--- src/source/datapathPkg.sv ---
package datapathPkg;

        localparam int dataWidth = 32;
        localparam int regCount = 16;
        localparam int sourceCodeWidth = 5;
        localparam int divideSteps = 32;
        localparam int immediateWidth = 19;

        typedef enum logic [4:0] {
                opAdd = 5'd3,
                opSub = 5'd4,
                opShr = 5'd5,
                opShl = 5'd6,
                opAnd = 5'd9,
                opOr  = 5'd10,
                opMul = 5'd14,
                opDiv = 5'd15,
                opNeg = 5'd16,
                opNot = 5'd17
        } aluOpT;

        // msb first, so a strobe's bit position equals its source code.
        typedef struct packed {
                logic c;
                logic mdr;
                logic pc;
                logic zLow;
                logic zHigh;
                logic lo;
                logic hi;
                logic [regCount-1:0] gpr;
        } busSourcesT;

        typedef struct packed {
                logic mdr;
                logic mar;
                logic lo;
                logic hi;
                logic z;
                logic y;
                logic ir;
                logic pc;
                logic [regCount-1:0] gpr;
        } loadEnablesT;

        typedef logic [sourceCodeWidth-1:0] sourceCodeT;

        localparam sourceCodeT codeHi = 5'd16;
        localparam sourceCodeT codeLo = 5'd17;
        localparam sourceCodeT codeZHigh = 5'd18;
        localparam sourceCodeT codeZLow = 5'd19;
        localparam sourceCodeT codePc = 5'd20;
        localparam sourceCodeT codeMdr = 5'd21;
        localparam sourceCodeT codeC = 5'd22;
        localparam sourceCodeT codeNone = 5'd31;

endpackage

--- src/source/registerFile.sv ---
`timescale 1ns/1ns

module registerFile import datapathPkg::*; (
        input  logic                    Clock,
        input  logic                    rstN,
        input  logic [regCount-1:0]     loads,
        input  sourceCodeT              sourceCode,
        input  logic [dataWidth-1:0]    busData,
        output logic [dataWidth-1:0]    regValue
);

        localparam int indexWidth = $clog2(regCount);

        logic [dataWidth-1:0] generalRegs [regCount];

        always_ff @(posedge Clock or negedge rstN) begin
                if (!rstN) begin
                        for (int i = 0; i < regCount; i++)
                                generalRegs[i] <= '0;
                end else begin
                        for (int i = 0; i < regCount; i++) begin
                                if (loads[i])
                                        generalRegs[i] <= busData;
                        end
                end
        end

        // codes above the register range read as zero.
        assign regValue = (sourceCode < regCount) ?
                          generalRegs[sourceCode[indexWidth-1:0]] : '0;

        assert property (@(posedge Clock) disable iff (!rstN) $onehot0(loads))
        else $error("several general registers loaded at once: %h", loads);

endmodule

--- config.mk ---
export PLATFORM = sky130hd
export DESIGN_NAME = registerFile
export DESIGN_NICKNAME = d
export VERILOG_FILES = /design/src/source/datapathPkg.sv /design/src/source/registerFile.sv
export SDC_FILE = /design/constraint.sdc
export NUM_CORES = 1
export LEC_CHECK = 0
export BUFFER_PORTS_ARGS = -buffer_cell sky130_fd_sc_hd__buf_2
export CAP_MARGIN = 20
export CORE_UTILIZATION = 45
export DETAILED_ROUTE_END_ITERATION = 10
export GPL_ROUTABILITY_DRIVEN = 0
export HOLD_SLACK_MARGIN = 0.15
export SLEW_MARGIN = 20
export SYNTH_ARGS = -nofsm -noshare
export SYNTH_HDL_FRONTEND = slang
export SYNTH_SLANG_ARGS = --single-unit
--- constraint.sdc ---
create_clock -name Clock -period 1.5 [get_ports Clock]
set_clock_uncertainty 0.2 [all_clocks]
set_input_delay 0.225 -clock Clock [delete_from_list [all_inputs] [get_ports Clock]]
set_output_delay 0.225 -clock Clock [all_outputs]
set_load 0.005 [all_outputs]
Word level (Yosys, flattened, before mapping)

Index checks and enable logic that the tools add are counted.
Widths: inputs -> output; s select.

Flip-flop bits (word level): 512
Input bits: 55
Output and inout port bits: 32

Order comparisons: 2
Mux-type cells: 4
Bitwise logic cells: 1

Operator list:

| cell               | number |
|---|---|
| $bmux 32 s4        | 1 |
| $mux 32            | 3 |
| $ge 5x5->1 const B | 1 |
| $lt 5x5->1 const B | 1 |
| $not 4->5          | 1 |

Longest topological paths before layout

Depth after elaboration: 5
Mapped depth: 7
Depth with buffers taken out: 4

Worst setup path after synthesis

No wires, ideal clock.

Kind: input-to-output
Start: input sourceCode[0]
End: output regValue[5]
Arrival: 1.188 ns
Data required time: 1.075 ns
Slack: -0.113 ns
Cell stages on the path: 5
Buffers on the path: 2
Cell sequence: buf_6 -> buf_12 -> mux4_2 -> o21ai_1 -> o21ai_1

Longest elaborated chain between the ends: 5
Elaborated cells on any way between the ends: 6
Those cells by class: order compare (1); mux (4); bitwise (1)

Ends and longest elaborated chain:

| item                                        | line               | RTL |
|---|---|---|
| start, declared                             | registerFile.sv:7  | `input sourceCodeT sourceCode,` |
| $not 4->5 (implied by the code)             | registerFile.sv:30 | `generalRegs[sourceCode[indexWidth-1:0]] : '0;` |
| $bmux 32 s4                                 | registerFile.sv:30 |  |
| $mux 32 (implied by the code) (2 in series) | registerFile.sv:30 |  |
| $mux 32 (*)                                 | registerFile.sv:29 | `assign regValue = (sourceCode < regCount) ?` |
| end, declared                               | registerFile.sv:9  | `output logic [dataWidth-1:0] regValue` |

Every way passes the cells marked *; elsewhere a longest branch is shown, timed or not. The select of a mux whose other input is x is not followed.

Worst setup path in the final report

Start: register generalRegs[23] in the netlist's numbering
End: output regValue[23]

Longest elaborated chain between the ends: 4

Ends and longest elaborated chain:

| item                                        | line               | RTL |
|---|---|---|
| start, declared                             | registerFile.sv:14 | `logic [dataWidth-1:0] generalRegs [regCount];` |
| start signal, assigned by index             | registerFile.sv:23 | `generalRegs[i] <= busData;` |
| $bmux 32 s4                                 | registerFile.sv:30 |  |
| $mux 32 (implied by the code) (2 in series) | registerFile.sv:30 |  |
| $mux 32                                     | registerFile.sv:29 |  |

No other way between the ends. The select of a mux whose other input is x is not followed.

==> impl_results.md <==
- Status: complete, but fails checks
- Failing checks: negative setup slack
- TritonCTS Buffers: 56
- Clock H-tree levels: 2
- Crit Path Category: register to output pin
- Static Leak: roughly 12 nW
- Internal: 0.0258 W
- Synth warnings: 0
- Multi-input logic area: approximately 0.01 mm2
- P per Cell Area: between 1000 and 1500 mW/mm2
- Layout cells sized above 1: 0.448
- CP endpoint kind: output pin
- Drt first pass iters: 5
- Final #Nets: 1,879
- Setup tns final: -19.59 ns
- Wire per inst: 24.0 um
- CTS sink count: 512
- GRT Total Usage: 0.236
- Vias in the first global route: 15,400
- Slew Viols, Final: 0
- Largest net degree at the start of global routing: between 80 and 90
- Die X: 231 um
- Crit Path Max Fanout: 2
- Fill cell count: 4,338
- Max-slew headroom: 0.582
- Top flop regs: generalRegs (512)
- Flop pwr share: 0.461
- Row cnt: 83
- Minimum clock period: 2.28 ns
- Port-buffer cells: 86
- Later-pin clock latency in the skew report: roughly 0.60 ns
- CTS tree: done
- Die height: 231 um
- PnR worst setup slack: -0.779 ns
- Nature of the critical path startpoint: register
- Core Area: 0.0515 mm2
- Initial antenna violation count: 0
- Placed inst area: ~0.026 mm2
- Combinational fraction of design power: 0.146
- First-pass GRT wire length: ~96,000 um
- Post-Route WL: 61,200 um
- Synth-to-Final Area Change: 19.6%
- Vias per std cell: 5.61
- Clock power frac: 0.393
- Final Total Pwr: 0.0345 W
- Vias: 14,300
- Initial DRC count: between 700 and 800
- Post-Synthesis Cells: 1,654
- Top Ports: 87
- Root Driver: clkbuf_16
- Mapped cell area: 0.0236 mm2
- Initial Util: 0.457
- FF+latch count, synth: 512
- HPWL Detailed: 37,900 um
- Final core utilization: 0.547
- Routed Antenna Nets: 0
- Max reg flops: 512
- Req. time, crit path: about 1.1 ns
- Switching share of total power: 0.251
- Maximum vdd drop: around 0.0011 V
- Area of the die: approximately 0.053 mm2
- Ant diodes: 0
- CP arrival: approximately 1.9 ns
- Post-Layout Inst Area: 0.0282 mm2
- Syn avg cell area: 14.2 um2
- Max_cap viols: 0
- Gr ovfl total: 0
- Reg area: 0.0128 mm2
- Mapped Nets: 1,709
- Slew @ Worst Pin: 0.626 ns
- Largest Register: generalRegs
- Most frequent cells in the layout: dfrtp_1, mux2_2, mux2i_1
- Drt drc: 0
- Tcrit/Tclk final: 1.52
- RSZ-0062 raised after global routing: true
- Switching power: 0.00867 W
- Tightest Hold Check Type: input pin to async pin
- Sequential area share after synthesis: 0.544
- Most common cell after layout, fill and taps aside: dfrtp_1
- Unique masters post-synth: 26
- Maximum buffer depth of the clock tree: 3
- Fin. Hold Viols: 0
- Reg clk slew, reported paths: 0.06 ns
- Final setup vio count: 32
- Max Clock Freq: 439 MHz
-- per-layer routing --
| metal | up-vias | track usage | share of wire |
|---|---|---|---|
| met3 | 77 | 0.0285 | 0.030 |
| met1 | 7619 | 0.341 | 0.48 |
| met2 | 217 | 0.378 | 0.47 |
| li1 | 6381 | - | - |
| met4 | 0 | 0.0611 | 0.018 |
| met5 | - | 0 | 0 |
-- worst paths after layout --
path / startpoint / to / slack (ns) / depth (start not counted)
max: generalRegs[23] / regValue[23] / -0.78 / 4
min: rstN / generalRegs[35] / 0.09 / 3
max reg2reg: generalRegs[293] / generalRegs[293] / 0.43 / 2
min reg2reg: generalRegs[19] / generalRegs[19] / 0.28 / 1
max in group asynchronous: rstN / generalRegs[391] / 0.15 / 5
min in group Clock: loads[1] / generalRegs[461] / 0.28 / 3
-- cell type report --
| type | count | area share |
|---|---|---|
| timing repair buffer | 269 | 0.0949 |
| clock inverter | 18 | 0.00551 |
| multi-input combinational | 984 | 0.355 |
| clock buffer | 86 | 0.0594 |
| sequential | 512 | 0.455 |
| tap | 680 | 0.0302 |
| inverter | 1 | 0.000133 |
-- critical path, cell delays in order, from the launching register on --
cell and delay [ns]:
dfrtp_1 0.37, mux4_2 0.48, o21ai_2 0.15, o21ai_2 0.10, buf_2 0.14
-- kinds of logic after synthesis --
| logic type | after synthesis | share of synthesized area |
|---|---|---|
| multiplexers | 761 | 0.354 |
| buffers and inverters | 158 | 0.0417 |
| AND/OR/NAND/NOR | 63 | 0.0112 |
| AO/OA/AOI/OAI | 160 | 0.0491 |
| flip-flops | 512 | 0.544 |
-- per-stage QoR --
stage	hold WS, ns	std cells	setup slack (ns)
2_1_floorplan	-0.271	1654	-0.0976
6_report	0.0948	2550	-0.779
4_1_cts	0.285	2548	-0.825
5_1_grt	0.152	2550	-0.843
3_3_place_gp	-0.147	2393	-0.519
3_5_place_dp	-0.149	2393	-0.533
-- power by group through the flow --
stage / registers, W / logic [W] / clock network (W)
final: 0.0159 / 0.00503 / 0.0135
after detailed placement: 0.0161 / 0.00490 / 0
after CTS: 0.0159 / 0.00505 / 0.0139
after floorplan: 0.0159 / 0.00321 / 0
after global placement: 0.0161 / 0.00479 / 0
after global routing: 0.0161 / 0.00544 / 0.0144
-- Yosys cell counts --
library cell / n / area [um2]
o22ai_1: 25 / 156
buf_2: 65 / 325
a22oi_1: 114 / 856
inv_1: 1 / 3.75
o21ai_1: 12 / 60.1
buf_8: 8 / 120
mux2_2: 474 / 5340
nor2_2: 1 / 6.26
mux4_2: 7 / 158
and2_4: 1 / 8.76
clkbuf_1: 61 / 229
clkbuf_4: 1 / 7.51
buf_6: 5 / 56.3
buf_12: 9 / 180
or2_2: 1 / 6.26
nand2_1: 57 / 214
mux2_1: 38 / 428
a221oi_2: 2 / 30.0
dfrtp_1: 512 / 12800
o21ai_0: 2 / 10.0
buf_4: 8 / 60.1
a221oi_1: 5 / 43.8
mux2i_1: 242 / 2420
and2b_1: 1 / 7.51
nor2b_4: 1 / 13.8
nand2b_1: 1 / 6.26
-- what timing repair did --
item	4_1_cts	5_1_grt
hold endpoints to repair	1024	0
endpoints found under the setup margin	32	540
setup buffers	0	2
gates resized for setup	12	21
hold buffers	52	0
pin swaps	40	27
gates cloned	0	1
Note: power is estimated with default switching activity, not from simulation.
