`config.mk`:
```
export PLATFORM = sky130hd
export DESIGN_NAME = alu
export DESIGN_NICKNAME = d
export VERILOG_FILES = /design/src/source/datapathPkg.sv /design/src/source/divider.sv /design/src/source/alu.sv
export SDC_FILE = /design/constraint.sdc
export NUM_CORES = 2
export LEC_CHECK = 0
export ABC_AREA = 0
export BUFFER_PORTS_ARGS = -buffer_cell sky130_fd_sc_hd__buf_2
export CAP_MARGIN = 5
export CORE_MARGIN = 10
export CORE_UTILIZATION = 45
export CTS_CLUSTER_DIAMETER = 60
export DETAILED_ROUTE_END_ITERATION = 6
export MAX_ROUTING_LAYER = met4
export PLACE_DENSITY = 0.6
export SYNTH_ARGS = -nofsm -noshare
export SYNTH_HDL_FRONTEND = slang
export SYNTH_SLANG_ARGS = --single-unit
```
`constraint.sdc`:
```
create_clock -name Clock -period 7.15 [get_ports Clock]
set_input_delay 0 -clock Clock [delete_from_list [all_inputs] [get_ports Clock]]
set_output_delay 0 -clock Clock [all_outputs]
set_load 0.01 [all_outputs]
```
`src/source/datapathPkg.sv`:
```
package datapathPkg;

        localparam int dataWidth = 32;
        localparam int regCount = 16;
        localparam int sourceCodeWidth = 5;
        localparam int divideSteps = 32;
        localparam int immediateWidth = 19;

        typedef enum logic [4:0] {
                opAdd = 5'd3,
                opSub = 5'd4,
                opShr = 5'd5,
                opShl = 5'd6,
                opAnd = 5'd9,
                opOr  = 5'd10,
                opMul = 5'd14,
                opDiv = 5'd15,
                opNeg = 5'd16,
                opNot = 5'd17
        } aluOpT;

        // msb first, so a strobe's bit position equals its source code.
        typedef struct packed {
                logic c;
                logic mdr;
                logic pc;
                logic zLow;
                logic zHigh;
                logic lo;
                logic hi;
                logic [regCount-1:0] gpr;
        } busSourcesT;

        typedef struct packed {
                logic mdr;
                logic mar;
                logic lo;
                logic hi;
                logic z;
                logic y;
                logic ir;
                logic pc;
                logic [regCount-1:0] gpr;
        } loadEnablesT;

        typedef logic [sourceCodeWidth-1:0] sourceCodeT;

        localparam sourceCodeT codeHi = 5'd16;
        localparam sourceCodeT codeLo = 5'd17;
        localparam sourceCodeT codeZHigh = 5'd18;
        localparam sourceCodeT codeZLow = 5'd19;
        localparam sourceCodeT codePc = 5'd20;
        localparam sourceCodeT codeMdr = 5'd21;
        localparam sourceCodeT codeC = 5'd22;
        localparam sourceCodeT codeNone = 5'd31;

endpackage

```
`src/source/divider.sv`:
```
`timescale 1ns/1ns

module divider import datapathPkg::*; (
        input  logic                    Clock,
        input  logic                    rstN,
        input  logic                    start,
        input  logic [dataWidth-1:0]    dividend,
        input  logic [dataWidth-1:0]    divisor,
        output logic                    busy,
        output logic                    done,
        output logic [dataWidth-1:0]    quotient,
        output logic [dataWidth-1:0]    remainder
);

        localparam int countWidth = $clog2(divideSteps);

        logic [countWidth-1:0] stepCount;
        logic [dataWidth-1:0]  remainderReg;
        logic [dataWidth-1:0]  quotientReg;
        logic [dataWidth-1:0]  divisorReg;
        logic [dataWidth:0]    partial;
        logic [dataWidth+1:0]  trial;
        logic                  stepFits;

        // one restoring step, shared by the registers and the outputs.
        assign partial   = {remainderReg, quotientReg[dataWidth-1]};
        assign trial     = {1'b0, partial} - {2'b00, divisorReg};
        assign stepFits  = !trial[dataWidth+1];
        assign remainder = stepFits ? trial[dataWidth-1:0] : partial[dataWidth-1:0];
        assign quotient  = {quotientReg[dataWidth-2:0], stepFits};

        // outputs carry the final step while done is high.
        assign done = busy && (stepCount == divideSteps - 1);

        always_ff @(posedge Clock or negedge rstN) begin
                if (!rstN) begin
                        busy      <= 1'b0;
                        stepCount <= '0;
                end else if (start && !busy) begin
                        busy      <= 1'b1;
                        stepCount <= '0;
                end else if (busy) begin
                        stepCount <= stepCount + 1'b1;
                        if (done)
                                busy <= 1'b0;
                end
        end

        // zero divisor: every trial fits, so quotient ends all ones and
        // the dividend shifts whole into the remainder.
        always_ff @(posedge Clock) begin
                if (start && !busy) begin
                        remainderReg <= '0;
                        quotientReg  <= dividend;
                        divisorReg   <= divisor;
                end else if (busy) begin
                        remainderReg <= remainder;
                        quotientReg  <= quotient;
                end
        end

        assert property (@(posedge Clock) disable iff (!rstN) busy |-> !start)
        else $error("divide started while busy");

endmodule

```
`src/source/alu.sv`:
```
`timescale 1ns/1ns

module alu import datapathPkg::*; (
        input  logic                      Clock,
        input  logic                      rstN,
        input  aluOpT                     op,
        input  logic                      zLoad,
        input  logic [dataWidth-1:0]      yValue,
        input  logic [dataWidth-1:0]      busData,
        output logic [2*dataWidth-1:0]    zResult,
        output logic                      zWrite,
        output logic                      busy
);

        localparam int shiftWidth = $clog2(dataWidth);

        logic [2*dataWidth-1:0] opResult;
        logic [shiftWidth-1:0]  shiftAmount;
        logic                   divStart;
        logic                   divDone;
        logic [dataWidth-1:0]   quotient;
        logic [dataWidth-1:0]   remainder;

        assign shiftAmount = busData[shiftWidth-1:0];

        // single-word results leave the high half zero.
        always_comb begin
                opResult = '0;
                case (op)
                        opAdd: opResult[dataWidth-1:0] = yValue + busData;
                        opSub: opResult[dataWidth-1:0] = yValue - busData;
                        opAnd: opResult[dataWidth-1:0] = yValue & busData;
                        opOr:  opResult[dataWidth-1:0] = yValue | busData;
                        opShr: opResult[dataWidth-1:0] = yValue >> shiftAmount;
                        opShl: opResult[dataWidth-1:0] = yValue << shiftAmount;
                        opNeg: opResult[dataWidth-1:0] = -busData;
                        opNot: opResult[dataWidth-1:0] = ~busData;
                        opMul: opResult = {{dataWidth{1'b0}}, yValue} *
                                          {{dataWidth{1'b0}}, busData};
                        default: opResult = '0;
                endcase
        end

        // z loads are dropped while a divide runs.
        assign divStart = zLoad && (op == opDiv) && !busy;
        assign zWrite   = (zLoad && (op != opDiv) && !busy) || divDone;
        assign zResult  = divDone ? {remainder, quotient} : opResult;

        divider divider_inst (
                .Clock     (Clock),
                .rstN      (rstN),
                .start     (divStart),
                .dividend  (yValue),
                .divisor   (busData),
                .busy      (busy),
                .done      (divDone),
                .quotient  (quotient),
                .remainder (remainder)
        );

endmodule

```
Word-level counts from Yosys, hierarchy flattened --
Index checks and enable logic that the tools add are counted.
Cells by class: $add $sub $neg 5, $mul 1, equality and inequality tests 12, shifts and indexed selects 2, muxes and demuxes 11, bitwise operators 3, reduce and logical (&&, ||, !) cells 10
Operators by type and width (number):
- case mux 32 bit (9 select lines) | 1
- two-way mux 32 bit | 4
- multiplier 32 x 32 -> 64 bit | 1
- two-way mux 64 bit | 1
- subtractor 33 x 32 -> 34 bit | 1
- adder 32 bit | 1
- AND 32 bit | 1
- negator 32 bit | 1
- NOT 32 bit | 1
- bitwise OR 32 bit | 1
- << shifter 32 x 5 -> 32 bit | 1
- right shift 32 x 5 -> 32 bit | 1
- subtractor 32 bit | 1
- == test 5 x 4 -> 1 bit, second input constant | 4
- == test 5 x 3 -> 1 bit, second input constant | 3
- == test 5 bit, second input constant | 3
- two-way mux 5 bit | 2
- logical AND 1 bit | 6
- adder 5 x 1 -> 5 bit, second input constant | 1
- == test 5 x 2 -> 1 bit, second input constant | 1
- != test 5 x 4 -> 1 bit, second input constant | 1
- two-way mux 1 bit | 3
- logical NOT 1 bit | 2
- nonzero test 2 bit | 1
- logical OR 1 bit | 1
Storage, ports and cells: register bits 102, bits of input ports 72, output and inout port bits 66, word-level logic and storage cells 49

Logic depth before layout (Yosys ltp) --
depth after elaboration 5, gate-level depth with buffers 30, mapped depth without buffers 27

By module --
A second synthesis with hierarchy kept.
Second synthesis, totals: cell total of the unflattened synthesis 5639, area, all modules 47030.1 sq um
By module, submodules not included:
- alu | instances 1, cells an instance 5040, area an instance 40856.7 sq um, sequential area each 0.0 sq um
- divider | instances 1, cells an instance 599, area an instance 6173.4 sq um, sequential area each 2712.6 sq um

Least setup slack after synthesis --
Ideal clock, no wire load.
kind input to output, start point input busData[2], end point output zResult[49], arrival 7876 ps, required time 7150 ps, slack -726 ps, cell stages on the path 28, path buffers 5, cell sequence clkbuf_1 -> inv_2 -> buf_1 -> clkbuf_1 -> buf_1 -> nor2_1 -> fa_1 -> inv_1 -> fa_1 -> fa_1 -> fa_1 -> inv_1 -> fa_1 -> fa_1 -> fa_1 -> fa_1 -> ha_1 -> clkbuf_1 -> a21o_1 -> a21o_1 -> a21oi_1 -> o211ai_1 -> a211o_1 -> a21oi_1 -> o21ai_2 -> a311oi_1 -> xor2_1 -> o31ai_1
On the way: longest elaborated chain between the ends 3
Ends and longest elaborated chain:
- start: declaration | RTL line alu.sv:9 | input logic [dataWidth-1:0] busData,
- multiplier 32 x 32 -> 64 bit | RTL line alu.sv:38 | opMul: opResult = {{dataWidth{1'b0}}, yValue} *
- two-way mux 32 bit | RTL line alu.sv:29 | case (op)
- two-way mux 64 bit | RTL line alu.sv:47 | assign zResult = divDone ? {remainder, quotient} : opResult;
- end: declaration | RTL line alu.sv:10 | output logic [2*dataWidth-1:0] zResult,
Every way passes these cells.

Final worst setup path --
start point input yValue[15], end point output zResult[45]
On the way: longest elaborated chain between the ends 3
Ends and longest elaborated chain:
- start: declaration | RTL line alu.sv:8 | input logic [dataWidth-1:0] yValue,
- multiplier 32 x 32 -> 64 bit | RTL line alu.sv:38
- two-way mux 32 bit | RTL line alu.sv:29
- two-way mux 64 bit | RTL line alu.sv:47
Every way passes these cells.

==> flow_summary.yaml <==
worst_hold_path:
  min_from: "busData[5]"
  holdPathEnd: "divider_inst.divisorReg[5]$_DFFE_PP_"
  hold_depth: 2
  hold_path.class: "input port to flop"
routing:
  drtIter0Drc: 4622
  wire_per_inst_um: 28.5
  first_pass_iters: 6
  ant_nets: 0
  wirelength_um: 214000
  vias: 44311
  drc: 0
  viasPerCell: 5.88
cells_and_area:
  drive_above_1_share_pct: 22.8
  layout_common_cells: "936 x inv_1, 835 x fa_1, 733 x nand2_1"
  fill_cells: 9443
  final_common_cell: "inv_1"
  areaGrowthSynthToFinish_pct: 25.6
  nets: 7509
global_routing:
  grt_usage_pct: 37.7
  grt_first_pass_wirelength_um: 312000
  antenna_found_initial: 8
  grt_max_degree: 60
  grt-ovfl-total: 0
  grt_pass1_vias: 45537
flow_run:
  drv_cap: 0
synthesis:
  synth_area_leaders: "fa_1 39%, ha_1 11%, inv_1 8.0%"
  syn_nets: 6906
  ys.flop_type: "edfxtp_1"
  synth-seq-cells: 102
  netlist_area_um2: 46100
  yosysSeqAreaShare_pct: 5.89
  synthArstFlopShare_pct: 5.88
  synth_top_area_cell: "fa_1"
  synth_top_cell_area_share_pct: 39.1
  syn-instance-count: 5542
  synth_edf_count: 64
  yosysWarnings: 0
  syn_area_per_cell_um2: 8.31
  yosysUniqueCellTypes: 84
sta:
  grt_setup_unrepaired: "true"
  fin_ws_ns: -0.227
  fin_crit_ns: 7.38
  tightest_slew_ns: 1.26
  setup_viol: 24
  fin_skew_ns: 0.0250
  drv_slew: 0
  slew_headroom_pct: 16.0
  finalCritPeriodShare_pct: 103
  max_freq_mhz: 136
  hold_viol: 0
critical_path:
  crit_path_top_delay_cell: "fa_1"
  critPathCaptureType: "output pin"
  r2r-start: "divider_inst.divisorReg[2]$_DFFE_PP_"
  cp_top_family: "adder cells"
  path_common_cell: "fa_1"
  rrSetupSlack_ns: 3.48
  path_class: "input port to output pin"
  r2r_cells: 11
  cp_data_required_time_ns: 7.15
  worst_ep_arrival_time_ns: 7.38
  start_kind: "input port"
  worst-path-buf-inv: 10
  r2r-end: "divider_inst.remainderReg[29]$_SDFFE_PP0P_"
  cp.depth: 29
  path_max_fanout: 5
  slowest_delay_ns: 0.55
outcome:
  outcome: "finished with violations"
  violations: "setup timing"
die:
  core.rowCount: 117
  start_util_pct: 45.3
  die_w_um: 340
  chipHeight_um: 340
  io_pins: 138
  core_area_um2: 102000
  die_area_um2: 116000
clocking:
  cts_tree: "done"
  cts_root_buf: "clkbuf_16"
  numCtsBuffers: 9
  clk_pin_slew_ns: 0.09
  htreeDepth: 3
  clock_latency_ns: 0.40
  cts.path.max_buffers: 2
  cts.sinks: 102
placed_design:
  post-dp-hpwl_um: 178000
  gp_congestion: 1.05
  portBuffers: 137
  dp_slack_ns: -0.752
synthesized netlist by cell type, drive strengths merged (17+ instances only):
| cell | count |
|---|---|
| xor2 | 45 |
| o31ai | 17 |
| inv | 997 |
| o22ai | 63 |
| and3 | 28 |
| buf | 87 |
| edfxtp | 64 |
| mux2i | 67 |
| nand2 | 742 |
| nor3 | 38 |
| nor2 | 660 |
| a211oi | 22 |
| nand4 | 26 |
| dfxtp | 32 |
| o211ai | 20 |
| a21o | 78 |
| a22oi | 25 |
| o21ai | 244 |
| o21bai | 23 |
| ha | 393 |
| fa | 899 |
| nand2b | 34 |
| o21a | 17 |
| clkbuf | 249 |
| a21oi | 229 |
| xnor2 | 95 |
| a221oi | 26 |
| nand3 | 46 |
| mux4 | 41 |
| a31oi | 24 |
through the flow:
| step | TNS (ns) | utilization [%] | instance area (um2) | hold slack [ns] | instances |
|---|---|---|---|---|---|
| floorplan | 0 | - | 46100 | -0.296 | 5542 |
| global placement | -18.52 | 52.4 | 53300 | -0.170 | 7377 |
| detailed placement | -20.78 | 52.4 | 53300 | -0.169 | 7377 |
| CTS | -1.27 | 54.9 | 55900 | 0.0269 | 7461 |
| global route | -8.32 | 56.9 | 57900 | 0.0334 | 7529 |
| finish | -3.07 | 56.9 | 57900 | 0.0404 | 7530 |
how the worst max path moves through the flow:
stage                     slack (ns)        start          end
after floorplan               0.0006   busData[2]  zResult[63]
after global placement         -0.65   yValue[17]  zResult[33]
after detailed placement       -0.75   yValue[17]  zResult[33]
after CTS                      -0.14  busData[12]  zResult[61]
after global routing           -0.36   yValue[15]  zResult[40]
final                          -0.23   yValue[15]  zResult[45]
area by class of cell:
cell class	count	area [um2]	share of cell area (%)
repair buffers	927	8710	15.1
repair inverters	1	8.76	0.0151
diodes	12	30.0	0.0519
flip-flops and latches	102	2710	4.69
inverters	1010	3910	6.76
clock buffers	9	225	0.389
well taps	1368	1710	2.96
clock inverters	7	88.8	0.154
multi-input cells	4094	40400	69.9
what timing repair did:
| item | CTS | global route |
|---|---|---|
| pin swaps | 127 | 143 |
| setup endpoints to repair | 47 | 47 |
| gates resized for setup | 400 | 330 |
| hold endpoints to repair | 8 | 0 |
| buffers inserted | 62 | 64 |
| hold buffers | 4 | 0 |
| cloned | 5 | 4 |
state kept, by name (all words and copies together) (netlist names):
| signal | flops |
|---|---|
| divider_inst.divisorReg | 32 |
| divider_inst.stepCount | 5 |
| divider_inst.quotientReg | 32 |
| divider_inst.remainderReg | 32 |
| divider_inst.busy | 1 |
cells by family after synthesis:
logic type / Yosys count / share of synthesized area, %
simple gates: 1652 / 14.7
flops: 102 / 5.89
buf+inv: 1346 / 11.0
compound gates: 896 / 12.4
xor+xnor: 140 / 2.66
mux: 114 / 3.61
fa+ha+maj: 1292 / 49.8
worst register-to-register path, cell delays in order (launching register included):
cell and delay, ns:
edfxtp_1 0.43, inv_1 0.07, ha_1 0.35, o211ai_1 0.12, a21oi_1 0.28, o21ai_1 0.17
a31oi_1 0.31, o2111ai_1 0.24, nand4_1 0.23, nand2_1 0.35, o21ai_0 0.82, a22o_1 0.25
layer usage:
layer	GRT usage, %	routed length [um]
met1	50.2	86800
met2	55.3	92000
met3	9.35	25200
met4	13.6	10200
met5	-	0
Power is not shown: default switching activity piles up to over one toggle a cycle in this logic, so the estimate is an artifact.
