## config.mk

```make
export PLATFORM = sky130hd
export DESIGN_NAME = memoryDataRegister
export DESIGN_NICKNAME = d
export VERILOG_FILES = /design/src/source/datapathPkg.sv /design/src/source/memoryDataRegister.sv
export SDC_FILE = /design/constraint.sdc
export NUM_CORES = 1
export LEC_CHECK = 0
export ABC_CLOCK_PERIOD_IN_PS = 2200
export BUFFER_PORTS_ARGS = -buffer_cell sky130_fd_sc_hd__buf_4
export CORE_MARGIN = 2
export CORE_UTILIZATION = 25
export CTS_BUF_LIST = sky130_fd_sc_hd__clkbuf_16
export CTS_CLUSTER_DIAMETER = 150
export DETAILED_ROUTE_END_ITERATION = 10
export REMOVE_ABC_BUFFERS = 1
export SYNTH_ARGS = -nofsm -noshare
export SYNTH_HDL_FRONTEND = slang
export SYNTH_SLANG_ARGS = --single-unit
```

## constraint.sdc

```tcl
create_clock -name Clock -period 2.2 [get_ports Clock]
set_input_delay 0.22 -clock Clock [delete_from_list [all_inputs] [get_ports Clock]]
set_output_delay 0.22 -clock Clock [all_outputs]
set_load 0.02 [all_outputs]
```

## src/source/datapathPkg.sv

```systemverilog
package datapathPkg;

        localparam int dataWidth = 32;
        localparam int regCount = 16;
        localparam int sourceCodeWidth = 5;
        localparam int divideSteps = 32;
        localparam int immediateWidth = 19;

        typedef enum logic [4:0] {
                opAdd = 5'd3,
                opSub = 5'd4,
                opShr = 5'd5,
                opShl = 5'd6,
                opAnd = 5'd9,
                opOr  = 5'd10,
                opMul = 5'd14,
                opDiv = 5'd15,
                opNeg = 5'd16,
                opNot = 5'd17
        } aluOpT;

        // msb first, so a strobe's bit position equals its source code.
        typedef struct packed {
                logic c;
                logic mdr;
                logic pc;
                logic zLow;
                logic zHigh;
                logic lo;
                logic hi;
                logic [regCount-1:0] gpr;
        } busSourcesT;

        typedef struct packed {
                logic mdr;
                logic mar;
                logic lo;
                logic hi;
                logic z;
                logic y;
                logic ir;
                logic pc;
                logic [regCount-1:0] gpr;
        } loadEnablesT;

        typedef logic [sourceCodeWidth-1:0] sourceCodeT;

        localparam sourceCodeT codeHi = 5'd16;
        localparam sourceCodeT codeLo = 5'd17;
        localparam sourceCodeT codeZHigh = 5'd18;
        localparam sourceCodeT codeZLow = 5'd19;
        localparam sourceCodeT codePc = 5'd20;
        localparam sourceCodeT codeMdr = 5'd21;
        localparam sourceCodeT codeC = 5'd22;
        localparam sourceCodeT codeNone = 5'd31;

endpackage

```

## src/source/memoryDataRegister.sv

```systemverilog
`timescale 1ns/1ns

module memoryDataRegister import datapathPkg::*; (
        input  logic                    Clock,
        input  logic                    rstN,
        input  logic                    mdrLoad,
        input  logic                    marLoad,
        input  logic                    read,
        input  logic [dataWidth-1:0]    memData,
        input  logic [dataWidth-1:0]    busData,
        output logic [dataWidth-1:0]    mdrValue,
        output logic [dataWidth-1:0]    marValue
);

        always_ff @(posedge Clock or negedge rstN) begin
                if (!rstN) begin
                        mdrValue <= '0;
                        marValue <= '0;
                end else begin
                        // read picks memory, otherwise the bus.
                        if (mdrLoad)
                                mdrValue <= read ? memData : busData;
                        if (marLoad)
                                marValue <= busData;
                end
        end

endmodule

```

# Word level (Yosys, flattened, before mapping)
# Cells that the tools add are included.
# word_totals
mem_bits_rw	0
reg_bits	64
out_inout_bits	64
n_memories	0
input_bits	69
rom_bits	0
latch_bits	0
word_cells	3
# classes
n_addsub	0
mul	0
n_lt_le_gt_ge	0
shift	0
div_mod_pow	0
n_eq_ne	0
bitwise_logic	0
muxes	1
n_reduce_logical	0
# ops
op	n
2-to-1 mux 32 bit	1

# Depth between registers and ports, before layout
# Gate-level depths: netlist of run 1.
# logic_depth
depth_word	1
ltp_mapped	4
depth_no_buf	2

# Worst setup path after synthesis of run 1
# No wires, ideal clock.
# synth_path
kind	input port to flip-flop
start	input port marLoad
end	register marValue[10]
required_ps	2075
n_path_buf	2
path_stages	3
setup_time_ps	125
arrival_ps	768
path_slack_ps	1307
path_cell_list	buf_6 buf_6 mux2_4
# synth_rtl
element	line	text
start: declaration	memoryDataRegister.sv:7	input logic marLoad,
end signal: assignment	memoryDataRegister.sv:24	marValue <= busData;
end: declaration	memoryDataRegister.sv:12	output logic [dataWidth-1:0] marValue
# No word-level cell between the ends.

# Final worst setup path of run 1
# layout_path
start	register marValue[26]
end	output port marValue[26]
# No word-level cell between the ends.

==> results of run 1 <==
[state kept, by name (all words and copies together), names as in the netlist]
signal	flops
marValue	32
mdrValue	32
[per-stage QoR]
| step | hold WS (ns) | cells |
|---|---|---|
| floorplan | -0.0756 | 192 |
| global placement | 0.375 | 464 |
| detailed placement | 0.378 | 464 |
| CTS | 0.0256 | 480 |
| global route | 0.0647 | 480 |
| finish | -0.00102 | 480 |
[area by class of cell]
class,count,area (um^2)
clock inverters,7,63.8
multi-input cells,128,1070
fillers,1107,6810
clock buffers,9,225
repair buffers,132,991
well taps,140,175
flip-flops and latches,64,1600
[synth_stat cells, drive strengths merged]
| cell type | instances | area, um^2 |
|---|---|---|
| buf | 12 | 139 |
| nor2 | 32 | 120 |
| dfrtp | 64 | 1600 |
| clkbuf | 3 | 11.3 |
| mux2 | 32 | 473 |
| mux2i | 32 | 320 |
| a21oi | 32 | 160 |
[cell families after synthesis]
logic type,share of synthesized area
multiplexers,0.281
buffers and inverters,0.0531
AO/OA/AOI/OAI,0.0567
flip-flops,0.567
AND/OR/NAND/NOR,0.0425
[where the power goes]
part / leakage (uW) / switching, uW / internal [uW]
clock: 0.000134 / 504 / 864
combinational: 0.00118 / 352 / 363
sequential: 0.000731 / 72.0 / 1300
[layer usage]
metal	part of all wire	up-vias	global-route usage
met5	0	-	0
met4	0.0093	0	0.0348
met3	0.091	6	0.0412
met2	0.45	90	0.170
met1	0.45	956	0.140
li1	-	978	-
[worst paths after layout]
path / endpoint / start / slack (ns) / cells past startpoint
max: marValue[26] / marValue[26]$_DFFE_PN0P_ / 1.10 / 1
min: mdrValue[13]$_DFFE_PN0P_ / rstN / -0.001 / 1
max reg2reg: marValue[26]$_DFFE_PN0P_ / marValue[26]$_DFFE_PN0P_ / 1.41 / 1
min reg2reg: marValue[3]$_DFFE_PN0P_ / marValue[3]$_DFFE_PN0P_ / 0.51 / 1
max in group asynchronous: marValue[6]$_DFFE_PN0P_ / rstN / 1.68 / 1
min in group Clock: marValue[11]$_DFFE_PN0P_ / busData[11] / 0.14 / 2
[cells in the final DEF (no fill, tap or decap), drive strengths merged]
cell type	n
clkbuf	9
clkinv	2
inv	1
buf	132
mux2	32
a21oi	32
mux2i	32
nor2	32
bufinv	1
dfrtp	64
clkinvlp	3
==> results.py, run 1 <==
metrics = {
    "drt": {
        "routedWlPerCell_um": 13.9,
        "drt-total-wl_um": 6650,
        "viasPerCell": 4.23,
        "first_pass_iters": 4,
        "drt_iter0_drc": 64,
        "drc": 0,
        "num_vias": 2030,
        "antenna_left": 0,
    },
    "sta": {
        "finalHoldViolCount": 2,
        "worst_pin_slew_ns": 0.811,
        "min_period_ns": 1.10,
        "min_period_over_period": 0.500,
        "worst_slack_ns": 1.10,
        "setup_viol": 0,
        "finClkSkew_ns": 0,
        "holdWs_ns": -0.00102,
        "max-slew-margin-rel": 0.460,
        "fmax_mhz": 909,
        "rsz0062_at_grt": "false",
        "slew_viol_final": 0,
        "tns_ns": 0,
    },
    "synth": {
        "synthCells": 207,
        "yosysWarnings": 0,
        "synth.distinct_cells": 11,
        "syn-cell-area_um2": 2830,
        "yosysSeqAreaShare": 0.567,
        "synth_area_per_cell_um2": 13.6,
        "synth_seq_cells": 64,
    },
    "status": {
        "violations": "hold timing",
        "outcome": "finished with violations",
    },
    "placement": {
        "dp_slack_ns": 0.923,
        "numPortBuffers": 132,
        "dpl.hpwl_um": 4480,
        "routabilityCongestion": 0.647,
        "placed_cell_area_um2": 3840,
    },
    "worst_hold_path": {
        "hold_class": "in2async",
    },
    "cts": {
        "ctsLongestPathBuffers": 2,
        "clk_pin_slew_ns": 0.06,
        "post_cts_buffers": 0,
        "hold_buffers": 0,
        "ctsResizeCount": 0,
        "cts-htree-levels": 3,
        "cts_tree": "built",
        "clock_latency_ns": 0.32,
        "cts_root_buf": "clkbuf_16",
        "cts_num_sinks": 64,
        "cts_buffers": 9,
    },
    "floorplan": {
        "rows": 38,
        "core_area_um2": 10900,
        "io_pins": 133,
        "die_w_um": 110,
        "dieHeight_um": 110,
        "start_util": 0.258,
        "die_area_um2": 12200,
    },
    "setup_path": {
        "worst_setup_path_start_kind": "flop",
        "cp.required_ns": 1.98,
        "arrival_ns": 0.88,
        "cp_slowest_stage_delay_ns": 0.40,
        "path_buf_inv": 1,
        "worstPathMaxFanout": 2,
        "path_delay_family": "flip-flops",
        "cpMaxStageDelayCell": "dfrtp_1",
        "path_cells": "buf_4",
        "cp-end-kind": "output pin",
        "critPathKind": "reg2out",
    },
    "finish": {
        "diodes": 0,
        "drive_gt1_frac": 0.521,
        "nets": 404,
        "finalInstanceArea_um2": 4130,
        "finish.utilization": 0.378,
        "syn2layout_area_growth_pct": 46.2,
    },
    "pwr": {
        "p_leak_uw": 0.00204,
        "finalPower_uw": 3450,
        "power_density_nw_per_um2": 836,
        "ir_drop_v": 0.000394,
    },
    "grt": {
        "grt_pass1_wl_um": 10100,
        "overflow": 0,
        "antenna_found_initial": 0,
        "grt_pass1_vias": 2053,
        "grt_max_degree": 65,
        "gr-usage-all-layers": 0.109,
    },
    "run": {
        "cap_violations": 0,
    },
}
No activity file was read; power rests on OpenSTA's default activity.
==> run 2: changes to the inputs <==
--- a/config.mk
+++ b/config.mk
@@ -5,7 +5,7 @@
 export SDC_FILE = /design/constraint.sdc
 export NUM_CORES = 1
 export LEC_CHECK = 0
-export ABC_CLOCK_PERIOD_IN_PS = 2200
+export ABC_CLOCK_PERIOD_IN_PS = 1000
 export BUFFER_PORTS_ARGS = -buffer_cell sky130_fd_sc_hd__buf_4
 export CORE_MARGIN = 2
 export CORE_UTILIZATION = 25
==> constraint.sdc (replaced) <==
create_clock -name Clock -period 1 [get_ports Clock]
set_input_delay 0.1 -clock Clock [delete_from_list [all_inputs] [get_ports Clock]]
set_output_delay 0.1 -clock Clock [all_outputs]
set_load 0.02 [all_outputs]
==> run 2 against run 1 <==
  * The run now ends clean
  * Wire length shrank 0.99%
  * Die area did not move
  * Via count increased by 1.2%
  * Final cell count up 2.9%
  * Critical path depth did not move
  * First-iteration DRC count up 50%
  * Power increased by 110%
  * Critical path type unchanged
  * Largest cell class unchanged
  * Highest routed layer unchanged
==> results.py, run 2 (same netlist as run 1, synthesis figures left out) <==
metrics = {
    "sta": {
        "worst_pin_slew_ns": 0.351,
        "fmax_mhz": 1030,
        "max-slew-margin-rel": 0.766,
        "slew_viol_final": 0,
        "min_period_ns": 0.968,
        "finalHoldViolCount": 0,
        "rsz0062_at_grt": "false",
        "min_period_over_period": 0.968,
        "tns_ns": 0,
        "worst_slack_ns": 0.0324,
        "finClkSkew_ns": 0,
        "setup_viol": 0,
    },
    "finish": {
        "seq_area_um2": 1600,
        "reg_top3": "marValue (32), mdrValue (32)",
        "diodes": 0,
        "drive_gt1_frac": 0.531,
        "nets": 420,
        "fill_cells": 1061,
        "layout_commonest_cell": "buf_4",
        "syn2layout_area_growth_pct": 53.2,
        "multiInputGateArea_um2": 1070,
        "mostFrequentLayoutCells": "buf_4, dfrtp_1, mux2i_1, nor2_1, a21oi_1",
    },
    "placement": {
        "routabilityCongestion": 0.662,
        "numPortBuffers": 132,
        "dpl.hpwl_um": 4880,
        "dp_slack_ns": 0.143,
    },
    "pwr": {
        "p_comb_frac": 0.233,
        "power_switching_share": 0.269,
        "p_seq_frac": 0.411,
        "p_clk_frac": 0.356,
        "ir_drop_v": 0.000581,
        "intPower_uw": 5380,
        "p_leak_uw": 0.00216,
        "power_density_nw_per_um2": 1700,
        "power.switching_uw": 1980,
    },
    "grt": {
        "grt_pass1_wl_um": 9930,
        "grt_max_degree": 65,
        "antenna_found_initial": 0,
        "overflow": 0,
        "gr-usage-all-layers": 0.108,
        "grt_pass1_vias": 1978,
    },
    "drt": {
        "drc": 0,
        "drt_iter0_drc": 96,
        "first_pass_iters": 4,
        "viasPerCell": 4.16,
        "routedWlPerCell_um": 13.3,
        "num_vias": 2055,
        "drt-total-wl_um": 6590,
        "antenna_left": 0,
    },
    "setup_path": {
        "path_delay_family": "flip-flops",
        "path_buf_inv": 1,
        "worst_setup_path_start_kind": "flop",
        "arrival_ns": 0.87,
        "reg2reg_from": "marValue[30]$_DFFE_PN0P_",
        "worstSetupStartpoint": "marValue[2]$_DFFE_PN0P_",
        "cp-end-kind": "output pin",
        "cp.required_ns": 0.90,
        "cpMaxStageDelayCell": "dfrtp_1",
        "rr_endpoint": "marValue[30]$_DFFE_PN0P_",
        "critPathKind": "reg2out",
        "worstPathMaxFanout": 2,
        "cp_slowest_stage_delay_ns": 0.39,
        "ff2ff_setup_slack_ns": 0.10,
        "path_cells": "buf_4",
        "setup.worst_path.end": "marValue[2]",
        "path_depth": 1,
        "r2r_cells": 2,
    },
    "floorplan": {
        "die_area_um2": 12200,
        "rows": 38,
        "die_w_um": 110,
        "io_pins": 133,
        "dieHeight_um": 110,
        "start_util": 0.258,
        "core_area_um2": 10900,
    },
    "cts": {
        "cts_root_buf": "clkbuf_16",
        "clk_pin_slew_ns": 0.05,
        "cts-htree-levels": 3,
        "ctsLongestPathBuffers": 2,
        "cts_buffers": 9,
        "cts_num_sinks": 64,
        "clock_latency_ns": 0.32,
        "cts_tree": "built",
    },
    "worst_hold_path": {
        "hold_class": "in2reg",
    },
    "run": {
        "cap_violations": 0,
    },
    "status": {
        "outcome": "completed",
    },
}
-- run 2: cell count changes in the layout (fill, tap and decap cells not counted) --
cell,before,now
buf_4,132,131
bufinv_16,1,0
clkinvlp_4,3,0
buf_6,0,9
clkinv_1,2,3
dlygate4sd3_1,0,1
buf_12,0,7
inv_1,1,2
-- run 2: how the worst min path moves through the flow --
stage / startpoint / to / slack [ns] / cells after the start
after floorplan: rstN / marValue[0]$_DFFE_PN0P_ / -0.20 / 0
after global placement: rstN / mdrValue[29]$_DFFE_PN0P_ / 0.13 / 2
after detailed placement: rstN / mdrValue[29]$_DFFE_PN0P_ / 0.14 / 2
after CTS: busData[9] / marValue[9]$_DFFE_PN0P_ / 0.004 / 2
after global routing: busData[5] / marValue[5]$_DFFE_PN0P_ / 0.003 / 2
final: busData[9] / marValue[9]$_DFFE_PN0P_ / 0.02 / 2
-- run 2: per-stage QoR --
step	power (uW)	hold WS, ns	cell area [um^2]	util	cells
after global routing	7760	0.00281	4330	0.396	494
after floorplan	3760	-0.196	2680	-	192
after CTS	7420	0.00373	4240	0.387	486
after detailed placement	4720	0.136	3980	0.364	471
final	7360	0.0190	4330	0.396	494
after global placement	4690	0.127	3980	0.364	471
-- run 2: what timing repair did --
item | 4_1_cts | 5_1_grt
endpoints found under the hold margin | 64 | 0
gates resized for setup | 0 | 9
setup buffers | 0 | 8
endpoints found under the setup margin | 0 | 16
hold buffers | 1 | 0
-- run 2: final cells by class --
type | instances | share of cell area
multi-input combinational | 128 | 0.248
tap | 140 | 0.0405
clock buffer | 9 | 0.0520
clock inverter | 5 | 0.00434
timing repair buffer | 148 | 0.285
sequential | 64 | 0.370
-- run 2: layer usage --
layer	global-route usage	wire, um	up-vias
met2	0.156	2860	91
met4	0.0375	61	0
met5	0	0	-
met1	0.142	2960	950
li1	-	-	1009
met3	0.0511	711	5
-- run 2: power groups by stage --
| stage | registers [uW] | logic [uW] | clock network, uW |
|---|---|---|---|
| 3_3_place_gp | 3060 | 1640 | 0 |
| 2_1_floorplan | 3380 | 389 | 0 |
| 6_report | 3020 | 1710 | 2620 |
| 5_1_grt | 3050 | 1840 | 2870 |
| 3_5_place_dp | 3050 | 1670 | 0 |
| 4_1_cts | 3020 | 1670 | 2730 |
-- run 2: worst reg2reg max path, cell delays in order, from the launching register on --
cell and delay (ns):
dfrtp_1 0.39, buf_4 0.14, mux2_4 0.26
