`src/source/datapathPkg.sv`:
```
package datapathPkg;

        localparam int dataWidth = 32;
        localparam int regCount = 16;
        localparam int sourceCodeWidth = 5;
        localparam int divideSteps = 32;
        localparam int immediateWidth = 19;

        typedef enum logic [4:0] {
                opAdd = 5'd3,
                opSub = 5'd4,
                opShr = 5'd5,
                opShl = 5'd6,
                opAnd = 5'd9,
                opOr  = 5'd10,
                opMul = 5'd14,
                opDiv = 5'd15,
                opNeg = 5'd16,
                opNot = 5'd17
        } aluOpT;

        // msb first, so a strobe's bit position equals its source code.
        typedef struct packed {
                logic c;
                logic mdr;
                logic pc;
                logic zLow;
                logic zHigh;
                logic lo;
                logic hi;
                logic [regCount-1:0] gpr;
        } busSourcesT;

        typedef struct packed {
                logic mdr;
                logic mar;
                logic lo;
                logic hi;
                logic z;
                logic y;
                logic ir;
                logic pc;
                logic [regCount-1:0] gpr;
        } loadEnablesT;

        typedef logic [sourceCodeWidth-1:0] sourceCodeT;

        localparam sourceCodeT codeHi = 5'd16;
        localparam sourceCodeT codeLo = 5'd17;
        localparam sourceCodeT codeZHigh = 5'd18;
        localparam sourceCodeT codeZLow = 5'd19;
        localparam sourceCodeT codePc = 5'd20;
        localparam sourceCodeT codeMdr = 5'd21;
        localparam sourceCodeT codeC = 5'd22;
        localparam sourceCodeT codeNone = 5'd31;

endpackage

```
`src/source/specialRegisters.sv`:
```
`timescale 1ns/1ns

module specialRegisters import datapathPkg::*; (
        input  logic                      Clock,
        input  logic                      rstN,
        input  loadEnablesT               loads,
        input  logic                      incPc,
        input  logic [dataWidth-1:0]      busData,
        input  logic [2*dataWidth-1:0]    zResult,
        input  logic                      zWrite,
        output logic [dataWidth-1:0]      pcValue,
        output logic [dataWidth-1:0]      irValue,
        output logic [dataWidth-1:0]      yValue,
        output logic [dataWidth-1:0]      hiValue,
        output logic [dataWidth-1:0]      loValue,
        output logic [dataWidth-1:0]      zHighValue,
        output logic [dataWidth-1:0]      zLowValue,
        output logic [dataWidth-1:0]      cValue
);

        always_ff @(posedge Clock or negedge rstN) begin
                if (!rstN) begin
                        pcValue    <= '0;
                        irValue    <= '0;
                        yValue     <= '0;
                        hiValue    <= '0;
                        loValue    <= '0;
                        zHighValue <= '0;
                        zLowValue  <= '0;
                end else begin
                        // a bus load wins over the increment.
                        if (loads.pc)
                                pcValue <= busData;
                        else if (incPc)
                                pcValue <= pcValue + 1'b1;
                        if (loads.ir)
                                irValue <= busData;
                        if (loads.y)
                                yValue <= busData;
                        if (loads.hi)
                                hiValue <= busData;
                        if (loads.lo)
                                loValue <= busData;
                        if (zWrite) begin
                                zHighValue <= zResult[2*dataWidth-1:dataWidth];
                                zLowValue  <= zResult[dataWidth-1:0];
                        end
                end
        end

        // sign-extended immediate field of IR.
        assign cValue = {{(dataWidth-immediateWidth){irValue[immediateWidth-1]}},
                         irValue[immediateWidth-1:0]};

        assert property (@(posedge Clock) disable iff (!rstN) !(loads.pc && incPc))
        else $error("pc load and pc increment raised together");

endmodule

```
`config.mk`:
```
export PLATFORM = sky130hd
export DESIGN_NAME = specialRegisters
export DESIGN_NICKNAME = d
export VERILOG_FILES = /design/src/source/datapathPkg.sv /design/src/source/specialRegisters.sv
export SDC_FILE = /design/constraint.sdc
export NUM_CORES = 1
export LEC_CHECK = 0
export BUFFER_PORTS_ARGS = -buffer_cell sky130_fd_sc_hd__buf_2
export CAP_MARGIN = 20
export CORE_ASPECT_RATIO = 0.7
export CORE_MARGIN = 4
export CORE_UTILIZATION = 48
export DETAILED_ROUTE_END_ITERATION = 12
export PLACE_DENSITY = 0.81
export SLEW_MARGIN = 20
export SYNTH_ARGS = -nofsm -noshare
export SYNTH_HDL_FRONTEND = slang
export SYNTH_SLANG_ARGS = --single-unit
```
`constraint.sdc`:
```
create_clock -name Clock -period 2.3 [get_ports Clock]
set_clock_uncertainty 0.2 [all_clocks]
set_input_delay 0.23 -clock Clock [delete_from_list [all_inputs] [get_ports Clock]]
set_output_delay 0.23 -clock Clock [all_outputs]
set_load 0.05 [all_outputs]
```
Word-level counts from Yosys, hierarchy flattened
Index checks and enable logic that the tools add are counted.

Word-level logic and storage cells: 11. Register bits: 224. Input port bits: 124.

$add $sub $neg: 1. Multiplexer cells: 2. Reduce and logical (&&, ||, !) cells: 1.

Operator list (count): 32-bit two-way mux (2); 32-bit by 1-bit adder with 32-bit output (second input constant) (1); 2-bit nonzero test (1).

Depth between registers and ports, before layout
Gate-level depths: netlist of run 1.

Depth in word-level cells: 3. Mapped depth: 7. Mapped depth without buffers: 6.

Worst setup path after synthesis of run 1
No wires, ideal clock.

Path type: register -> register. From: reg pcValue[0]. To: reg pcValue[24]. Arrival: 1.990 ns. Stages on the path, launching flop included: 8. Buffers on the path: 1. Setup time: 0.130 ns. Path slack: -0.021 ns. Cell sequence: dfrtp_1 > ha_1 > and3_1 > or3b_4 > buf_6 > nor3b_2 > xnor2_1 > o21ai_1.

Longest elaborated chain between the ends: 3.

RTL lines: start: declaration (RTL line specialRegisters.sv:11) `output logic [dataWidth-1:0] pcValue,`; start signal: assignment (RTL line specialRegisters.sv:33) `pcValue <= busData;`; start signal: assignment (RTL line specialRegisters.sv:35) `pcValue <= pcValue + 1'b1;`; 32-bit by 1-bit adder with 32-bit output (RTL line specialRegisters.sv:35); 32-bit two-way mux (RTL line specialRegisters.sv:34) `else if (incPc)`; 32-bit two-way mux (RTL line specialRegisters.sv:32) `if (loads.pc)`.

Every way passes these cells. The select of a mux whose other input is x is not followed. A chain may end at the register's enable or synchronous reset.

Worst setup path after layout of run 1
From: reg pcValue[0]. To: reg pcValue[28].

The elaborated chain is that of the path after synthesis.

==> impl_metrics.toml, run 1 <==
[sta]
min_period_ns = 2.17
rsz0062_at_grt = "no"
hold_violations = 0
fin_setup_tns_ns = 0
max_slew.worst_pin.slew_ns = 0.671
setup_viol = 0
slew_headroom = 0.552
drv_slew = 0
finalCritPeriodShare = 0.945
max_freq_mhz = 460

[floorplanning]
ios = 380
initial_core_util = 0.497
core_area_um2 = 18400
fp.dieH_um = 123
rows = 41
die_area_um2 = 21300
dieWidth_um = 173

[run_status]
outcome = "finished, final reports clean"

[route]
ant_nets = 0
vias = 6919
wl_um = 27000
drc_errors = 0
first_iter_violations = 368
routedWlPerCell_um = 20.3
firstDrtPassIters = 5
vias_per_cell = 5.20

[setup_path]
endpoint = "pcValue[28]"
cp_max_fo = 12
path_class = "flip-flop to flip-flop"
cp_data_arrival_time_ns = 2.32
r2r-start = "pcValue[0]"
startpoint_type = "flip-flop"
critPathRequiredTime_ns = 2.45
regToRegSetupSlack_ns = 0.13
cp-startpoint = "pcValue[0]"
end_kind = "flip-flop"
rr_worst_depth = 6
reg2reg_to = "pcValue[28]"

[synthesis]
synth_warnings = 0
synthArstFlopShare = 1.00
synth_cell_types = 33
syn_inst = 640
synth_top_area_frac = 0.614
synth_top_cell_by_area = "dfrtp_1"
synth_edf_count = 0
ys_seq_area_frac = 0.614
yosysMostFrequentCell = "dfrtp_1"
ys.flop_type = "dfrtp_1"
ys_top_cells_by_area = "dfrtp_1, mux2_2, buf_4"
ys_seq_elements = 224
synth_nets = 765
synth.avg_cell_area_um2 = 14.3
synthTopCellsByCount = "dfrtp_1, mux2_2, nand2_1, buf_4, o21ai_0"
syn_area_um2 = 9130

[cts]
hold_buffers = 100
cts_setup_buffers = 0
cts_root_buf = "clkbuf_16"
insertion_delay_ns = 0.49
h-tree-depth = 1
tritoncts = "yes"
path_clk_slew_ns = 0.06
cts_sinks = 224
cts_buffers = 22
cts_buffer_depth = 3
cts-resized-gates = 0

[pwr]
p_switching_uw = 4030
max-vdd-ir-drop_mv = 0.764
power_uw = 11700
p_int_uw = 7630
power_per_cell_area_nw_per_um2 = 906
p_clk_frac = 0.335
pwr-share-comb = 0.271
p_leak_uw = 0.00603
power.share.sequential = 0.394
netSwitchingFraction = 0.346

[placement]
portBuffers = 360
hpwl_um = 17700
gp_congestion = 0.812
place_inst = 1191

[min_path]
hp-class = "input port to flip-flop"
min_from = "loads[18]"

[global_routing]
antenna_found_initial = 1
grt.total_usage = 0.245
grt_pass1_vias = 7372
grt_pass1_wl_um = 41800
grt_max_degree = 78
grt_overflow = 0

[flow_run]
max_cap_violations = 0

[cells_and_area]
final-instance-count-excl-fill = 1330
antenna_cells = 0
drive_gt1_frac = 0.563
synthToLayoutAreaGrowth_pct = 41.0
fin_nets = 1204
cell type report:
type,count,area [µm²]
Tap cell,236,295
Clock buffer,30,612
Multi-Input combinational cell,349,3140
Timing Repair Buffer,478,3020
Inverter,4,15.0
Clock inverter,9,174
Fill cell,1279,5500
Sequential cell,224,5610
per-layer routing:
layer | GRT usage | vias to the layer above | wire [µm]
met3 | 0.0611 | 58 | 1690
li1 | - | 3101 | -
met4 | 0.0668 | 2 | 741
met2 | 0.428 | 261 | 13600
met1 | 0.311 | 3497 | 10900
met5 | 0 | - | 13
registers in the layout, indices dropped and copies added, names as in the netlist:
signal / cells
loValue: 32
hiValue: 32
zHighValue: 32
irValue: 32
yValue: 32
pcValue: 32
zLowValue: 32
power groups by stage:
stage | Combinational, µW | Sequential [µW] | Clock (µW)
2_1_floorplan | 800 | 6040 | 0
3_3_place_gp | 2980 | 4630 | 0
3_5_place_dp | 3010 | 4650 | 0
4_1_cts | 3150 | 4590 | 3960
5_1_grt | 3290 | 4650 | 4150
6_report | 3160 | 4600 | 3900
cell usage in the layout, fill, tap and decap left out, types with 7 or more instances in the layout:
cell type	netlist	routed
nand4_1	12	12
nand2_1	41	41
mux2_2	192	192
dfrtp_1	224	222
xnor2_1	17	17
buf_4	32	12
buf_2	0	359
dlygate4sd3_1	0	100
nor2_1	8	8
o21ai_1	7	7
o21ai_0	23	23
clkbuf_16	0	23
xor2_1	12	12
cells by family after synthesis:
group / synth area share
compound gates: 0.0193
simple gates: 0.0578
mux: 0.238
xor+xnor: 0.0278
buf+inv: 0.0415
fa+ha+maj: 0.00137
flops: 0.614
worst max-delay path: stages, from the launching register on:
cell,delay (ns)
dfrtp_2,0.40
ha_1,0.17
and3_1,0.21
or3b_4,0.51
nor4_2,0.30
xnor2_1,0.17
o21ai_1,0.08
metrics by stage:
stage          hold slack [ns]  area, µm²  setup slack (ns)   util
2_1_floorplan           -0.266       9130             0.107      -
3_3_place_gp            0.0495      11100             0.192  0.603
3_5_place_dp            0.0502      11100             0.155  0.603
4_1_cts                 0.0499      12900             0.127  0.701
5_1_grt                 0.0611      12900            0.0205  0.701
6_report                0.0733      12900             0.126  0.701
worst min path at each step:
stage	to	slack, ns	cells after the start
4_1_cts	yValue[31]	0.05	2
3_5_place_dp	yValue[31]	0.05	1
5_1_grt	yValue[10]	0.06	2
6_report	yValue[0]	0.07	2
3_3_place_gp	hiValue[0]	0.05	1
2_1_floorplan	hiValue[0]	-0.27	0
Power figures use the tool's default switching activity.
==> inputs of run 2 (changes only) <==
--- a/config.mk
+++ b/config.mk
@@ -11,7 +11,7 @@
 export CORE_MARGIN = 4
 export CORE_UTILIZATION = 48
 export DETAILED_ROUTE_END_ITERATION = 12
-export PLACE_DENSITY = 0.81
+export PLACE_DENSITY = 0.8
 export SLEW_MARGIN = 20
 export SYNTH_ARGS = -nofsm -noshare
 export SYNTH_HDL_FRONTEND = slang
==> impl_metrics.toml, run 2 (synthesis gave the netlist of run 1 again) <==
[global_routing]
grt_pass1_wl_um = 40500
grt_pass1_vias = 7187
grt_max_degree = 66
grt_overflow = 0
antenna_found_initial = 1
grt.total_usage = 0.236

[setup_path]
critPathRequiredTime_ns = 2.45
cp_data_arrival_time_ns = 2.32
startpoint_type = "flip-flop"
end_kind = "flip-flop"
path_class = "flip-flop to flip-flop"
cp_max_fo = 12

[sta]
max_slew.worst_pin.slew_ns = 0.772
setup_viol = 0
whs_ns = 0.0648
min_period_ns = 2.17
fin_setup_tns_ns = 0
max_freq_mhz = 461
slew_headroom = 0.485
rsz0062_at_grt = "no"
drv_slew = 0
finalCritPeriodShare = 0.944
hold_violations = 0

[placement]
placed_area_um2 = 11000
hpwl_um = 17200
gp_congestion = 0.830
portBuffers = 360

[pwr]
p_leak_uw = 0.00602
power_uw = 11800
max-vdd-ir-drop_mv = 0.645
power_per_cell_area_nw_per_um2 = 915

[floorplanning]
initial_core_util = 0.497
die_area_um2 = 21300
fp.dieH_um = 123
core_area_um2 = 18400
rows = 41
dieWidth_um = 173
ios = 380

[cells_and_area]
stdcell_area_um2 = 12900
synthToLayoutAreaGrowth_pct = 40.9
layout_commonest_cell = "buf_2"
fin_nets = 1199
drive_gt1_frac = 0.566
layout_common_cells = "buf_2, dfrtp_1, mux2_2"

[cts]
h-tree-depth = 1
cts_sinks = 224
cts_buffers = 22
insertion_delay_ns = 0.49
path_clk_slew_ns = 0.07
tritoncts = "yes"
cts_root_buf = "clkbuf_16"
cts_buffer_depth = 3
cts-resized-gates = 0

[route]
ant_nets = 0
firstDrtPassIters = 4
wl_um = 26100
first_iter_violations = 321
drc_errors = 0
vias = 6868
routedWlPerCell_um = 19.6
vias_per_cell = 5.16

[min_path]
hp-class = "input port to async pin"

[run_status]
outcome = "finished, final reports clean"

[flow_run]
max_cap_violations = 0
==> run 2: cell count changes in the layout (fill, tap and decap cells not counted) <==
cell and change:
bufinv_16 -1, buf_12 -2, clkbuf_8 +6, diode_2 +5, clkinvlp_4 +1, buf_4 -3
clkbuf_1 -5
==> run 2: worst paths after layout <==
path	slack, ns	cells past startpoint	to	start
worst max-delay path	0.13	6	pcValue[30]	pcValue[0]
worst min-delay path	0.06	2	yValue[0]	rstN
worst max register to register	0.13	6	pcValue[30]	pcValue[0]
worst min register to register	0.30	1	yValue[18]	yValue[18]
max in group asynchronous	1.11	3	pcValue[1]	rstN
min in group Clock	0.09	3	yValue[28]	loads[18]
==> run 2: cell type report <==
class / instances / area (µm²)
clock buffer: 31 / 676
timing repair buffer: 473 / 2960
inverter: 4 / 15.0
antenna: 5 / 12.5
clock inverter: 9 / 151
multi-input combinational: 349 / 3140
tap: 236 / 295
fill: 1280 / 5500
sequential: 224 / 5610
==> run 2: worst max-delay path, stage by stage (launching register included) <==
cell	delay [ns]
dfrtp_2	0.41
ha_1	0.18
and3_1	0.21
or3b_4	0.51
nor4_2	0.31
xnor2_1	0.15
o21ai_1	0.07
==> run 2: metrics by stage <==
stage | util | cells | worst slack [ns]
floorplan | - | 640 | 0.107
finish | 0.700 | 1331 | 0.129
global route | 0.700 | 1327 | 0.0336
detailed placement | 0.600 | 1186 | 0.164
CTS | 0.700 | 1326 | 0.143
global placement | 0.600 | 1186 | 0.180
==> run 2: timing repair <==
action                    CTS  global route
hold buffers              100             0
hold endpoints to repair  448             0
buffers inserted            0             0
==> run 2: per-layer routing <==
metal / up-vias / global-route usage / share of wire
li1: 3079 / - / -
met1: 3481 / 0.303 / 0.40
met2: 267 / 0.409 / 0.51
met3: 41 / 0.0590 / 0.069
met4: 0 / 0.0598 / 0.022
met5: - / 0 / 0
==> run 2: where the power goes <==
part | internal (µW) | total (µW) | leakage (µW) | switching, µW
clock | 2500 | 4040 | 0.000408 | 1540
sequential | 4330 | 4600 | 0.00263 | 268
combinational | 862 | 3130 | 0.00298 | 2270
total | 7690 | 11800 | 0.00602 | 4080
==> inputs of run 3 (changes only) <==
--- a/config.mk
+++ b/config.mk
@@ -12,6 +12,7 @@
 export CORE_UTILIZATION = 48
 export DETAILED_ROUTE_END_ITERATION = 12
 export PLACE_DENSITY = 0.8
+export REMOVE_ABC_BUFFERS = 1
 export SLEW_MARGIN = 20
 export SYNTH_ARGS = -nofsm -noshare
 export SYNTH_HDL_FRONTEND = slang
==> impl_metrics.toml, run 3 (synthesis gave the netlist of run 1 again) <==
[run_status]
outcome = "finished, final reports clean"

[cells_and_area]
fillers = 1274
drive_gt1_frac = 0.562
final-seq-area_um2 = 5610
layout_commonest_cell = "buf_2"
layout_common_cells = "buf_2, dfrtp_1, mux2_2"
fin_nets = 1211
stdcell_area_um2 = 13000
synthToLayoutAreaGrowth_pct = 42.5
multi_input_area_um2 = 3160

[setup_path]
cp_data_arrival_time_ns = 2.34
cp_max_fo = 10
critPathRequiredTime_ns = 2.46
end_kind = "flip-flop"
r2r-start = "pcValue[0]"
path_class = "flip-flop to flip-flop"
reg2reg_to = "pcValue[26]"
regToRegSetupSlack_ns = 0.12
rr_worst_depth = 7
startpoint_type = "flip-flop"

[placement]
gp_congestion = 0.817
portBuffers = 360
placed_area_um2 = 11100
hpwl_um = 18100

[floorplanning]
dieWidth_um = 173
core_area_um2 = 18400
die_area_um2 = 21300
initial_core_util = 0.497
ios = 380
fp.dieH_um = 123
rows = 41

[pwr]
p_leak_uw = 0.00608
max-vdd-ir-drop_mv = 0.713
power_per_cell_area_nw_per_um2 = 909
power_uw = 11800

[sta]
min_period_ns = 2.18
hold_violations = 0
max_freq_mhz = 459
slew_headroom = 0.649
whs_ns = 0.00523
finalCritPeriodShare = 0.948
max_slew.worst_pin.slew_ns = 0.526
setup_viol = 0
fin_setup_tns_ns = 0
drv_slew = 0
rsz0062_at_grt = "no"

[cts]
cts_buffers = 22
cts_sinks = 224
path_clk_slew_ns = 0.07
h-tree-depth = 1
cts_buffer_depth = 3
cts_root_buf = "clkbuf_16"
insertion_delay_ns = 0.50
tritoncts = "yes"

[route]
drc_errors = 0
wl_um = 27800
firstDrtPassIters = 4
ant_nets = 0
vias_per_cell = 5.14
routedWlPerCell_um = 20.7
first_iter_violations = 315
vias = 6911

[global_routing]
grt_pass1_wl_um = 42100
grt.total_usage = 0.249
grt_overflow = 0
antenna_found_initial = 3
grt_max_degree = 74
grt_pass1_vias = 7440

[flow_run]
max_cap_violations = 0

[min_path]
hp-class = "input port to async pin"
run 3: cell types whose count changed in the layout (fill, tap and decap cells not counted), sizes merged:
cell         delta
clkinvlp        -1
clkinv          +1
bufinv          +1
dlygate4sd3     +7
diode           +1
buf             +5
clkbuf          -1
run 3: worst max-delay path: stages (launching register included):
cell and delay (ns):
dfrtp_1 0.41, ha_1 0.20, and3_4 0.20, or3b_4 0.47, buf_4 0.18, nor3_2 0.16, xnor2_1 0.14, o21ai_1 0.07
run 3: area by class of cell:
type,count,share of cell area
timing repair buffer,485,0.238
multi-input combinational,349,0.243
clock buffer,30,0.0494
inverter,4,0.00115
clock inverter,10,0.0140
sequential,224,0.431
tap,236,0.0227
antenna,6,0.00115
run 3: metal layers:
layer  track usage  routed length [µm]
met3        0.0590                1660
met5             0                   0
met4        0.0807                 791
met2         0.439               14400
met1         0.308               10900
run 3: where the power goes:
| part | switching (µW) | internal [µW] | leakage [µW] |
|---|---|---|---|
| combinational | 2300 | 875 | 0.00304 |
| clock | 1520 | 2520 | 0.000406 |
| sequential | 270 | 4330 | 0.00263 |
| total | 4090 | 7730 | 0.00608 |
run 3: worst max path at each step:
stage	slack, ns	start	to
2_1_floorplan	-3.43	irValue[18]	irValue[18]
4_1_cts	0.09	pcValue[0]	pcValue[30]
5_1_grt	0.03	pcValue[0]	pcValue[22]
3_5_place_dp	0.13	pcValue[0]	pcValue[30]
6_report	0.12	pcValue[0]	pcValue[26]
3_3_place_gp	0.16	pcValue[0]	pcValue[30]
run 3: stage by stage:
stage | worst slack (ns) | instances | util
4_1_cts | 0.0932 | 1334 | 0.705
3_5_place_dp | 0.125 | 1187 | 0.602
5_1_grt | 0.0263 | 1341 | 0.708
3_3_place_gp | 0.163 | 1187 | 0.602
2_1_floorplan | -3.43 | 577 | -
6_report | 0.119 | 1344 | 0.708
run 3: repair_timing:
action | CTS | global route
resized for setup | 0 | 2
setup endpoints to repair | 0 | 1
hold endpoints to repair | 448 | 0
hold buffers | 107 | 0
buffers inserted | 0 | 4
